### src/hw/rdma_cfg.svh
// Widths and credit limit; RDMA_OUTS_BITS must hold RDMA_MAX_OUTSTANDING, and QP tables have 2**RDMA_QPN_BITS entries
`ifndef RDMA_CFG_SVH
`define RDMA_CFG_SVH

// Queue pair number and sequence number widths
`define RDMA_QPN_BITS 4
`define RDMA_PSN_BITS 8

// Work request fields
`define RDMA_VADDR_BITS 32
`define RDMA_LEN_BITS 16

// XOR checksum carried on acknowledgement words
`define RDMA_CSUM_BITS 8

// Statistics counters
`define RDMA_CNT_BITS 32

// Outstanding request credit
`define RDMA_MAX_OUTSTANDING 4
`define RDMA_OUTS_BITS 3

`endif

### src/hw/rdma_pkg.sv
// Shared types only; opcode encodings are fixed at 2 bits and used unchanged on the transmit header
package rdma_pkg;

  // Work request opcodes
  typedef enum logic [1:0] {
    RDMA_OP_READ  = 2'd0,
    RDMA_OP_WRITE = 2'd1,
    RDMA_OP_SEND  = 2'd2
  } rdma_op_t;

  // Acknowledgement checker stages
  // IDLE takes a word, CHECK forms the verdict, DONE applies it
  typedef enum logic [1:0] {
    RX_IDLE  = 2'd0,
    RX_CHECK = 2'd1,
    RX_DONE  = 2'd2
  } rx_state_t;

endpackage

### src/hw/rdma_stack_top.sv
// Send-queue subsystem top; no payload movement, single-beat headers, acks carry only QPN, PSN and an XOR checksum
`timescale 1ns/1ps

`include "rdma_cfg.svh"

module rdma_stack_top (
  input  logic                        nclk,
  input  logic                        nresetn,

  // Send queue
  input  logic                        sq_valid,
  output logic                        sq_ready,
  input  rdma_pkg::rdma_op_t          sq_op,
  input  logic [`RDMA_QPN_BITS-1:0]   sq_qpn,
  input  logic [`RDMA_VADDR_BITS-1:0] sq_vaddr,
  input  logic [`RDMA_LEN_BITS-1:0]   sq_len,

  // Transmit header
  output logic                        tx_valid,
  input  logic                        tx_ready,
  output rdma_pkg::rdma_op_t          tx_op,
  output logic [`RDMA_QPN_BITS-1:0]   tx_qpn,
  output logic [`RDMA_PSN_BITS-1:0]   tx_psn,
  output logic [`RDMA_VADDR_BITS-1:0] tx_vaddr,
  output logic [`RDMA_LEN_BITS-1:0]   tx_len,

  // Acknowledgements
  input  logic                        rx_valid,
  output logic                        rx_ready,
  input  logic [`RDMA_QPN_BITS-1:0]   rx_qpn,
  input  logic [`RDMA_PSN_BITS-1:0]   rx_psn,
  input  logic [`RDMA_CSUM_BITS-1:0]  rx_csum,

  // Statistics
  output logic [`RDMA_OUTS_BITS-1:0]  outstanding_count,
  output logic [`RDMA_CNT_BITS-1:0]   ack_count,
  output logic [`RDMA_CNT_BITS-1:0]   csum_drop_count,
  output logic [`RDMA_CNT_BITS-1:0]   psn_drop_count
);

  logic eng_valid;
  logic eng_ready;
  logic ack_pulse;

  // Credit gate
  sq_flow_ctrl flow_ctrl_i (
    .nclk              (nclk),
    .nresetn           (nresetn),
    .sq_valid          (sq_valid),
    .sq_ready          (sq_ready),
    .eng_valid         (eng_valid),
    .eng_ready         (eng_ready),
    .ack_pulse         (ack_pulse),
    .outstanding_count (outstanding_count),
    .ack_count         (ack_count)
  );

  // PSN stamping and transmit register
  tx_req_engine tx_engine_i (
    .nclk      (nclk),
    .nresetn   (nresetn),
    .eng_valid (eng_valid),
    .eng_ready (eng_ready),
    .sq_op     (sq_op),
    .sq_qpn    (sq_qpn),
    .sq_vaddr  (sq_vaddr),
    .sq_len    (sq_len),
    .tx_valid  (tx_valid),
    .tx_ready  (tx_ready),
    .tx_op     (tx_op),
    .tx_qpn    (tx_qpn),
    .tx_psn    (tx_psn),
    .tx_vaddr  (tx_vaddr),
    .tx_len    (tx_len)
  );

  // Acknowledgement validation
  rx_ack_checker rx_checker_i (
    .nclk            (nclk),
    .nresetn         (nresetn),
    .rx_valid        (rx_valid),
    .rx_ready        (rx_ready),
    .rx_qpn          (rx_qpn),
    .rx_psn          (rx_psn),
    .rx_csum         (rx_csum),
    .ack_pulse       (ack_pulse),
    .csum_drop_count (csum_drop_count),
    .psn_drop_count  (psn_drop_count)
  );

endmodule

### src/hw/rx_ack_checker.sv
// One acknowledgement in flight at a time; a checksum failure hides any PSN error, and NAKs are not recognized
`timescale 1ns/1ps

`include "rdma_cfg.svh"

module rx_ack_checker (
  input  logic                       nclk,
  input  logic                       nresetn,

  // Acknowledgement words from the network side
  input  logic                       rx_valid,
  output logic                       rx_ready,
  input  logic [`RDMA_QPN_BITS-1:0]  rx_qpn,
  input  logic [`RDMA_PSN_BITS-1:0]  rx_psn,
  input  logic [`RDMA_CSUM_BITS-1:0] rx_csum,

  // One pulse per good word, returns a credit
  output logic                       ack_pulse,

  output logic [`RDMA_CNT_BITS-1:0]  csum_drop_count,
  output logic [`RDMA_CNT_BITS-1:0]  psn_drop_count
);

  import rdma_pkg::*;

  localparam int QP_COUNT = 1 << `RDMA_QPN_BITS;

  rx_state_t state;

  // Expected acknowledgement PSN per queue pair
  logic [`RDMA_PSN_BITS-1:0] exp_table [QP_COUNT];

  // Captured word
  logic [`RDMA_QPN_BITS-1:0]  cap_qpn;
  logic [`RDMA_PSN_BITS-1:0]  cap_psn;
  logic [`RDMA_CSUM_BITS-1:0] cap_csum;

  // Verdict formed in RX_CHECK, applied in RX_DONE
  logic csum_bad;
  logic psn_bad;

  logic [`RDMA_CSUM_BITS-1:0] csum_calc;

  assign rx_ready  = (state == RX_IDLE);
  assign csum_calc = `RDMA_CSUM_BITS'(cap_psn) ^ `RDMA_CSUM_BITS'(cap_qpn);

  always_ff @(posedge nclk) begin
    if (!nresetn) begin
      state           <= RX_IDLE;
      ack_pulse       <= 1'b0;
      csum_drop_count <= '0;
      psn_drop_count  <= '0;
      for (int i = 0; i < QP_COUNT; i++) begin
        exp_table[i] <= '0;
      end
    end else begin
      ack_pulse <= 1'b0;
      case (state)
        RX_IDLE: begin
          if (rx_valid) begin
            state <= RX_CHECK;
          end
        end
        RX_CHECK: begin
          state <= RX_DONE;
        end
        RX_DONE: begin
          // Exactly one outcome per word
          if (csum_bad) begin
            csum_drop_count <= csum_drop_count + 1'b1;
          end else if (psn_bad) begin
            psn_drop_count <= psn_drop_count + 1'b1;
          end else begin
            exp_table[cap_qpn] <= exp_table[cap_qpn] + 1'b1;
            ack_pulse          <= 1'b1;
          end
          state <= RX_IDLE;
        end
        default: begin
          state <= RX_IDLE;
        end
      endcase
    end
  end

  // Word capture and verdict registers
  always_ff @(posedge nclk) begin
    if (rx_valid && rx_ready) begin
      cap_qpn  <= rx_qpn;
      cap_psn  <= rx_psn;
      cap_csum <= rx_csum;
    end
    if (state == RX_CHECK) begin
      csum_bad <= (cap_csum != csum_calc);
      psn_bad  <= (cap_psn != exp_table[cap_qpn]);
    end
  end

endmodule

### src/hw/sq_flow_ctrl.sv
// Credit gate for the send queue; an acknowledgement with nothing outstanding is counted but does not underflow the credit
`timescale 1ns/1ps

`include "rdma_cfg.svh"

module sq_flow_ctrl (
  input  logic                       nclk,
  input  logic                       nresetn,

  // Send queue handshake, outside side
  input  logic                       sq_valid,
  output logic                       sq_ready,

  // Handshake toward the transmit engine
  output logic                       eng_valid,
  input  logic                       eng_ready,

  // One cycle per good acknowledgement
  input  logic                       ack_pulse,

  output logic [`RDMA_OUTS_BITS-1:0] outstanding_count,
  output logic [`RDMA_CNT_BITS-1:0]  ack_count
);

  localparam logic [`RDMA_OUTS_BITS-1:0] MAX_OUTS = `RDMA_OUTS_BITS'(`RDMA_MAX_OUTSTANDING);

  logic                       credit_ok;
  logic                       sq_fire;
  logic [`RDMA_OUTS_BITS-1:0] outs_next;

  // Both sides of the handshake are masked at the limit
  assign credit_ok = (outstanding_count < MAX_OUTS);
  assign sq_ready  = eng_ready & credit_ok;
  assign eng_valid = sq_valid & credit_ok;

  assign sq_fire = sq_valid & sq_ready;

  // Request and ack on the same edge cancel out
  always_comb begin
    outs_next = outstanding_count;
    if (sq_fire && !ack_pulse) begin
      outs_next = outstanding_count + 1'b1;
    end else if (!sq_fire && ack_pulse && (outstanding_count != '0)) begin
      outs_next = outstanding_count - 1'b1;
    end
  end

  always_ff @(posedge nclk) begin
    if (!nresetn) begin
      outstanding_count <= '0;
    end else begin
      outstanding_count <= outs_next;
    end
  end

  // Total acknowledgements seen since reset
  always_ff @(posedge nclk) begin
    if (!nresetn) begin
      ack_count <= '0;
    end else if (ack_pulse) begin
      ack_count <= ack_count + 1'b1;
    end
  end

endmodule

### src/hw/tx_req_engine.sv
// Single-entry transmit register; PSN counters wrap silently and there is no per-QP enable or reset
`timescale 1ns/1ps

`include "rdma_cfg.svh"

module tx_req_engine (
  input  logic                        nclk,
  input  logic                        nresetn,

  // Gated request from the credit gate, raw fields from the send queue
  input  logic                        eng_valid,
  output logic                        eng_ready,
  input  rdma_pkg::rdma_op_t          sq_op,
  input  logic [`RDMA_QPN_BITS-1:0]   sq_qpn,
  input  logic [`RDMA_VADDR_BITS-1:0] sq_vaddr,
  input  logic [`RDMA_LEN_BITS-1:0]   sq_len,

  // Transmit header word
  output logic                        tx_valid,
  input  logic                        tx_ready,
  output rdma_pkg::rdma_op_t          tx_op,
  output logic [`RDMA_QPN_BITS-1:0]   tx_qpn,
  output logic [`RDMA_PSN_BITS-1:0]   tx_psn,
  output logic [`RDMA_VADDR_BITS-1:0] tx_vaddr,
  output logic [`RDMA_LEN_BITS-1:0]   tx_len
);

  localparam int QP_COUNT = 1 << `RDMA_QPN_BITS;

  // Next PSN to stamp, one per queue pair
  logic [`RDMA_PSN_BITS-1:0] psn_table [QP_COUNT];

  logic                      accept;
  logic [`RDMA_PSN_BITS-1:0] cur_psn;

  // Register is free when empty or draining on this edge
  assign eng_ready = ~tx_valid | tx_ready;
  assign accept    = eng_valid & eng_ready;

  assign cur_psn = psn_table[sq_qpn];

  always_ff @(posedge nclk) begin
    if (!nresetn) begin
      for (int i = 0; i < QP_COUNT; i++) begin
        psn_table[i] <= '0;
      end
    end else if (accept) begin
      psn_table[sq_qpn] <= cur_psn + 1'b1;
    end
  end

  // Valid holds until the header is taken
  always_ff @(posedge nclk) begin
    if (!nresetn) begin
      tx_valid <= 1'b0;
    end else if (accept) begin
      tx_valid <= 1'b1;
    end else if (tx_ready) begin
      tx_valid <= 1'b0;
    end
  end

  // Header payload, loaded only on accept so it stays stable under back-pressure
  always_ff @(posedge nclk) begin
    if (accept) begin
      tx_op    <= sq_op;
      tx_qpn   <= sq_qpn;
      tx_psn   <= cur_psn;
      tx_vaddr <= sq_vaddr;
      tx_len   <= sq_len;
    end
  end

endmodule

### config.mk
export PLATFORM = sky130hd
export DESIGN_NAME = rdma_stack_top
export DESIGN_NICKNAME = d
export VERILOG_FILES = /design/src/hw/rdma_pkg.sv /design/src/hw/rdma_stack_top.sv /design/src/hw/rx_ack_checker.sv /design/src/hw/sq_flow_ctrl.sv /design/src/hw/tx_req_engine.sv
export VERILOG_INCLUDE_DIRS = /design/src /design/src/hw
export SDC_FILE = /design/constraint.sdc
export NUM_CORES = 1
export LEC_CHECK = 0
export ABC_AREA = 0
export BUFFER_PORTS_ARGS = -buffer_cell sky130_fd_sc_hd__buf_2
export CAP_MARGIN = 20
export CORE_ASPECT_RATIO = 0.6
export CORE_MARGIN = 1
export CORE_UTILIZATION = 58
export DETAILED_ROUTE_END_ITERATION = 16
export PLACE_DENSITY_LB_ADDON = 0.15
export RECOVER_POWER = 50
export REMOVE_ABC_BUFFERS = 1
export SLEW_MARGIN = 40
export SYNTH_ARGS = -nofsm -noshare
export SYNTH_HDL_FRONTEND = slang
export SYNTH_SLANG_ARGS = --single-unit
### constraint.sdc
create_clock -name nclk -period 4.5 [get_ports nclk]
set_clock_uncertainty 0.1 [all_clocks]
set_input_delay 0 -clock nclk [delete_from_list [all_inputs] [get_ports nclk]]
set_output_delay 0 -clock nclk [all_outputs]
set_load 0.02 [all_outputs]
==> impl_results.rst <==
.. list-table::
   :header-rows: 1

   * - Metric
     - Value
   * - Outcome
     - finished, violations left
   * - Violated checks
     - max-capacitance violations, max-slew violations
   * - Critical Path, Cell by Cell
     - buf_12, mux4_2, a22oi_1, nand3_1, ha_1, inv_1, a41oi_1, nand4_1, xnor2_1, buf_4, nor2_1
   * - Core Rows
     - 50
   * - Share of cells above drive strength 1
     - 0.142
   * - Worst setup path class
     - reg -> reg
   * - Starting density of the core
     - 0.598
   * - Placer congestion estimate
     - 0.939
   * - Deepest clock path buffer count
     - 3
   * - Seq/Total Area, Yosys
     - 0.654
   * - Clock latency on the worst-skew pair
     - 0.55 ns
   * - Pin count of the biggest net entering global routing
     - 76
   * - Core region area
     - 0.0316 mm²
   * - Floorplan die area
     - 0.0333 mm²
   * - Clock tree root driver cell
     - clkbuf_16
   * - Final setup TNS
     - 0 ns
   * - Count of H-tree levels built during CTS
     - 2
   * - Setup slack after placement
     - 1.05 ns
   * - Worst Setup Start Kind
     - flip-flop
   * - Number of distinct standard cells referenced by the synthesized netlist
     - 50
   * - Placed cell areas
     - just over 0.02 mm²
   * - Final net count
     - about 1800
   * - Initial antenna violation count
     - 1
   * - Class of the worst hold path
     - in -> reg
   * - Avg Inst Size Synth
     - 13.1 µm²
   * - Buffers inserted by post-CTS timing repair
     - 0
   * - Post-synth top flop
     - edfxtp_1
   * - Vias in the first global route
     - between 10000 and 15000
   * - Total leakage power
     - 7.87 nW
   * - Clock sink count
     - 447
   * - Number of I/O pins
     - 243
   * - Crit path buf inv count
     - 3
   * - Area growth from synthesis to final layout
     - 18.7%
   * - Total global routing overflow
     - 0
   * - Worst-path cell with the longest stage delay
     - dfxtp_1
   * - Detailed-placement wirelength estimate
     - 33300 µm
   * - Antenna viol nets, final
     - 0
   * - Number of buffers created by CTS
     - 41
   * - Initial DRT Pass Iterations
     - 5
   * - Synth Register Bits
     - approximately 450
   * - Combined flip-flop and latch cell area
     - 0.0124 mm²
   * - Power Density
     - 423 mW/mm²
   * - First-iteration detailed-routing DRC count
     - 1562
   * - Maximum fanout encountered on the critical timing path
     - 18
   * - Area share of the leading cell type in the synthesized netlist
     - 0.540
   * - Maxcap violations
     - 3
   * - Syn Std Cell Area
     - 0.0189 mm²
   * - Cell type with the largest total area after synthesis
     - edfxtp_1
   * - Final routed wirelength across all metal layers
     - 49700 µm
   * - Setup repair after global routing missed its margin
     - false
   * - Horizontal die dimension
     - between 200 and 250 µm
   * - Die span in y
     - 142 µm
   * - Port bufs
     - roughly 240
   * - Data required time at the worst endpoint
     - 4.67 ns
   * - Data arrival time at the worst-slack endpoint
     - between 3 and 4 ns
   * - Post-route cell area
     - 0.0224 mm²
   * - Hold WS
     - ~0.06 ns
   * - Final-report setup violation count
     - 0
   * - Total Routing Usage GR
     - 0.297
   * - Cell types with the largest area share after synthesis
     - edfxtp_1, dfxtp_1, mux4_2
   * - Via count
     - 13300
   * - Wire length of the first global-routing pass
     - 74700 µm
   * - Maximum clock frequency
     - 265 MHz
   * - Fillers
     - about 2200
   * - Number of hold violations in the final report
     - 0
   * - Routed WL per cell
     - 22.5 µm
   * - Clock tree from TritonCTS
     - built
   * - Number of enable-type register cells in the synthesized netlist
     - 340
   * - Most common cell in the netlist
     - edfxtp_1
   * - Setup WS post-layout
     - 0.732 ns
   * - Via density
     - 6.02
   * - Count of hold buffers inserted by post-cts repair
     - 76
   * - Multi-input gate area in the final layout
     - 0.00613 mm²
   * - Most frequent cells after synthesis
     - edfxtp_1, nor2_1, dfxtp_1
   * - Cells resized by post-CTS repair
     - 0
   * - VDD IR max
     - 266 µV
   * - Final-report max-slew violation count
     - 163
   * - Ys Warns
     - 0
   * - Number of instances in the synthesized netlist
     - between 1000 and 1500
   * - Pin slew with the least headroom to its limit
     - 2.64 ns
   * - DRC
     - 0
   * - Largest stage delay on the critical path
     - 0.80 ns
   * - Final cycle utilization of the critical path
     - 0.837
   * - Critical path capture point type
     - flip-flop
   * - Clock transition at the register clock pins on the worst setup and hold paths after CTS
     - 0.06 ns
   * - Dominant delay contributor by cell family on the critical path
     - flip-flops
   * - Final Critical Period
     - 3.77 ns
   * - Post-synth ARST share
     - 0
   * - Worst slew margin relative to its limit
     - -0.762
==> area by class of cell <==
class	count	share of cell area
well taps	416	0.0232
repair buffers	357	0.0896
multi-input cells	895	0.273
clock inverters	17	0.00876
flip-flops and latches	447	0.551
inverters	18	0.00301
clock buffers	57	0.0515
diodes	1	0.000112
==> sequential cells by signal (all words and copies together) (netlist names), named ones only <==
| register | cells |
|---|---|
| rx_checker_i.exp_table | 128 |
| tx_engine_i.psn_table | 128 |
| flow_ctrl_i.ack_count | 32 |
| rx_checker_i.csum_drop_count | 32 |
| rx_checker_i.psn_drop_count | 32 |
| tx_engine_i.tx_vaddr | 32 |
| tx_engine_i.tx_len | 16 |
| rx_checker_i.cap_csum | 8 |
| rx_checker_i.cap_psn | 8 |
| tx_engine_i.tx_psn | 8 |
| rx_checker_i.cap_qpn | 4 |
| tx_engine_i.tx_qpn | 4 |
| flow_ctrl_i.outstanding_count | 3 |
| rx_checker_i.state | 2 |
| tx_engine_i.tx_op | 2 |
| rx_checker_i.ack_pulse | 1 |
| rx_checker_i.csum_bad | 1 |
| rx_checker_i.psn_bad | 1 |
| tx_engine_i.tx_valid | 1 |
==> placed cells by master, fill, tap and decap left out, drive strengths merged, types with 2 or more instances in the layout <==
| master | n |
|---|---|
| nor3 | 18 |
| nor2b | 7 |
| mux4 | 66 |
| mux2i | 11 |
| nand4b | 9 |
| inv | 20 |
| nand4 | 28 |
| nor4 | 11 |
| dfxtp | 107 |
| nor2 | 271 |
| edfxtp | 340 |
| o21ai | 22 |
| a22oi | 16 |
| clkbuf | 245 |
| clkinv | 11 |
| dlygate4sd3 | 76 |
| a21oi | 98 |
| xor2 | 59 |
| and2 | 11 |
| or3 | 19 |
| xnor2 | 46 |
| mux2 | 5 |
| nand3 | 60 |
| nand2 | 92 |
| nand4bb | 4 |
| buf | 93 |
| ha | 5 |
| and4 | 9 |
| and3 | 15 |
| nand2b | 2 |
| bufinv | 4 |
==> path summary, 6_finish.rpt <==
path                                                start                      endpoint  slack, ns  cells after the start
worst max-delay path                            flip-flop  rx_checker_i.exp_table[2][6]       0.73                     11
worst min-delay path                           rx_csum[0]      rx_checker_i.cap_csum[0]       0.06                      2
worst max register to register                  flip-flop  rx_checker_i.exp_table[2][6]       0.73                     11
worst min register to register  flow_ctrl_i.ack_count[16]     flow_ctrl_i.ack_count[16]       0.42                      2
==> through the flow <==
step | cells | utilization | total power [mW]
floorplan | 1360 | - | 5.50
CTS | 2207 | 0.718 | 9.53
global placement | 2057 | 0.651 | 5.95
global route | 2208 | 0.710 | 9.78
detailed placement | 2057 | 0.651 | 5.98
finish | 2208 | 0.710 | 9.50
==> worst reg2reg max path, delay by kind of cell, from the launching register on <==
kind | cells | cell delay, ns
flops | 1 | 0.80
buf+inv | 3 | 0.67
fa+ha+maj | 1 | 0.30
simple gates | 3 | 0.43
xor+xnor | 1 | 0.37
compound gates | 2 | 0.27
mux | 1 | 0.55
==> logic make-up after synthesis <==
kind of cell	count (synthesis)	share of synthesized area
simple gates	562	0.138
flops	447	0.654
compound gates	140	0.0438
xor+xnor	105	0.0491
buf+inv	98	0.0232
mux	82	0.0882
fa+ha+maj	6	0.00437
==> where the power goes <==
group | switching, mW | internal (mW)
combinational | 0.796 | 0.355
sequential | 0.108 | 4.70
clock | 1.51 | 2.03
==> metal layers <==
layer	vias to the layer above	routed length [µm]	GRT usage
met3	75	6200	0.0965
li1	5921	-	-
met4	0	992	0.0744
met5	-	0	0
met1	6580	21400	0.446
met2	706	21100	0.417
Power figures use the tool's default switching activity.
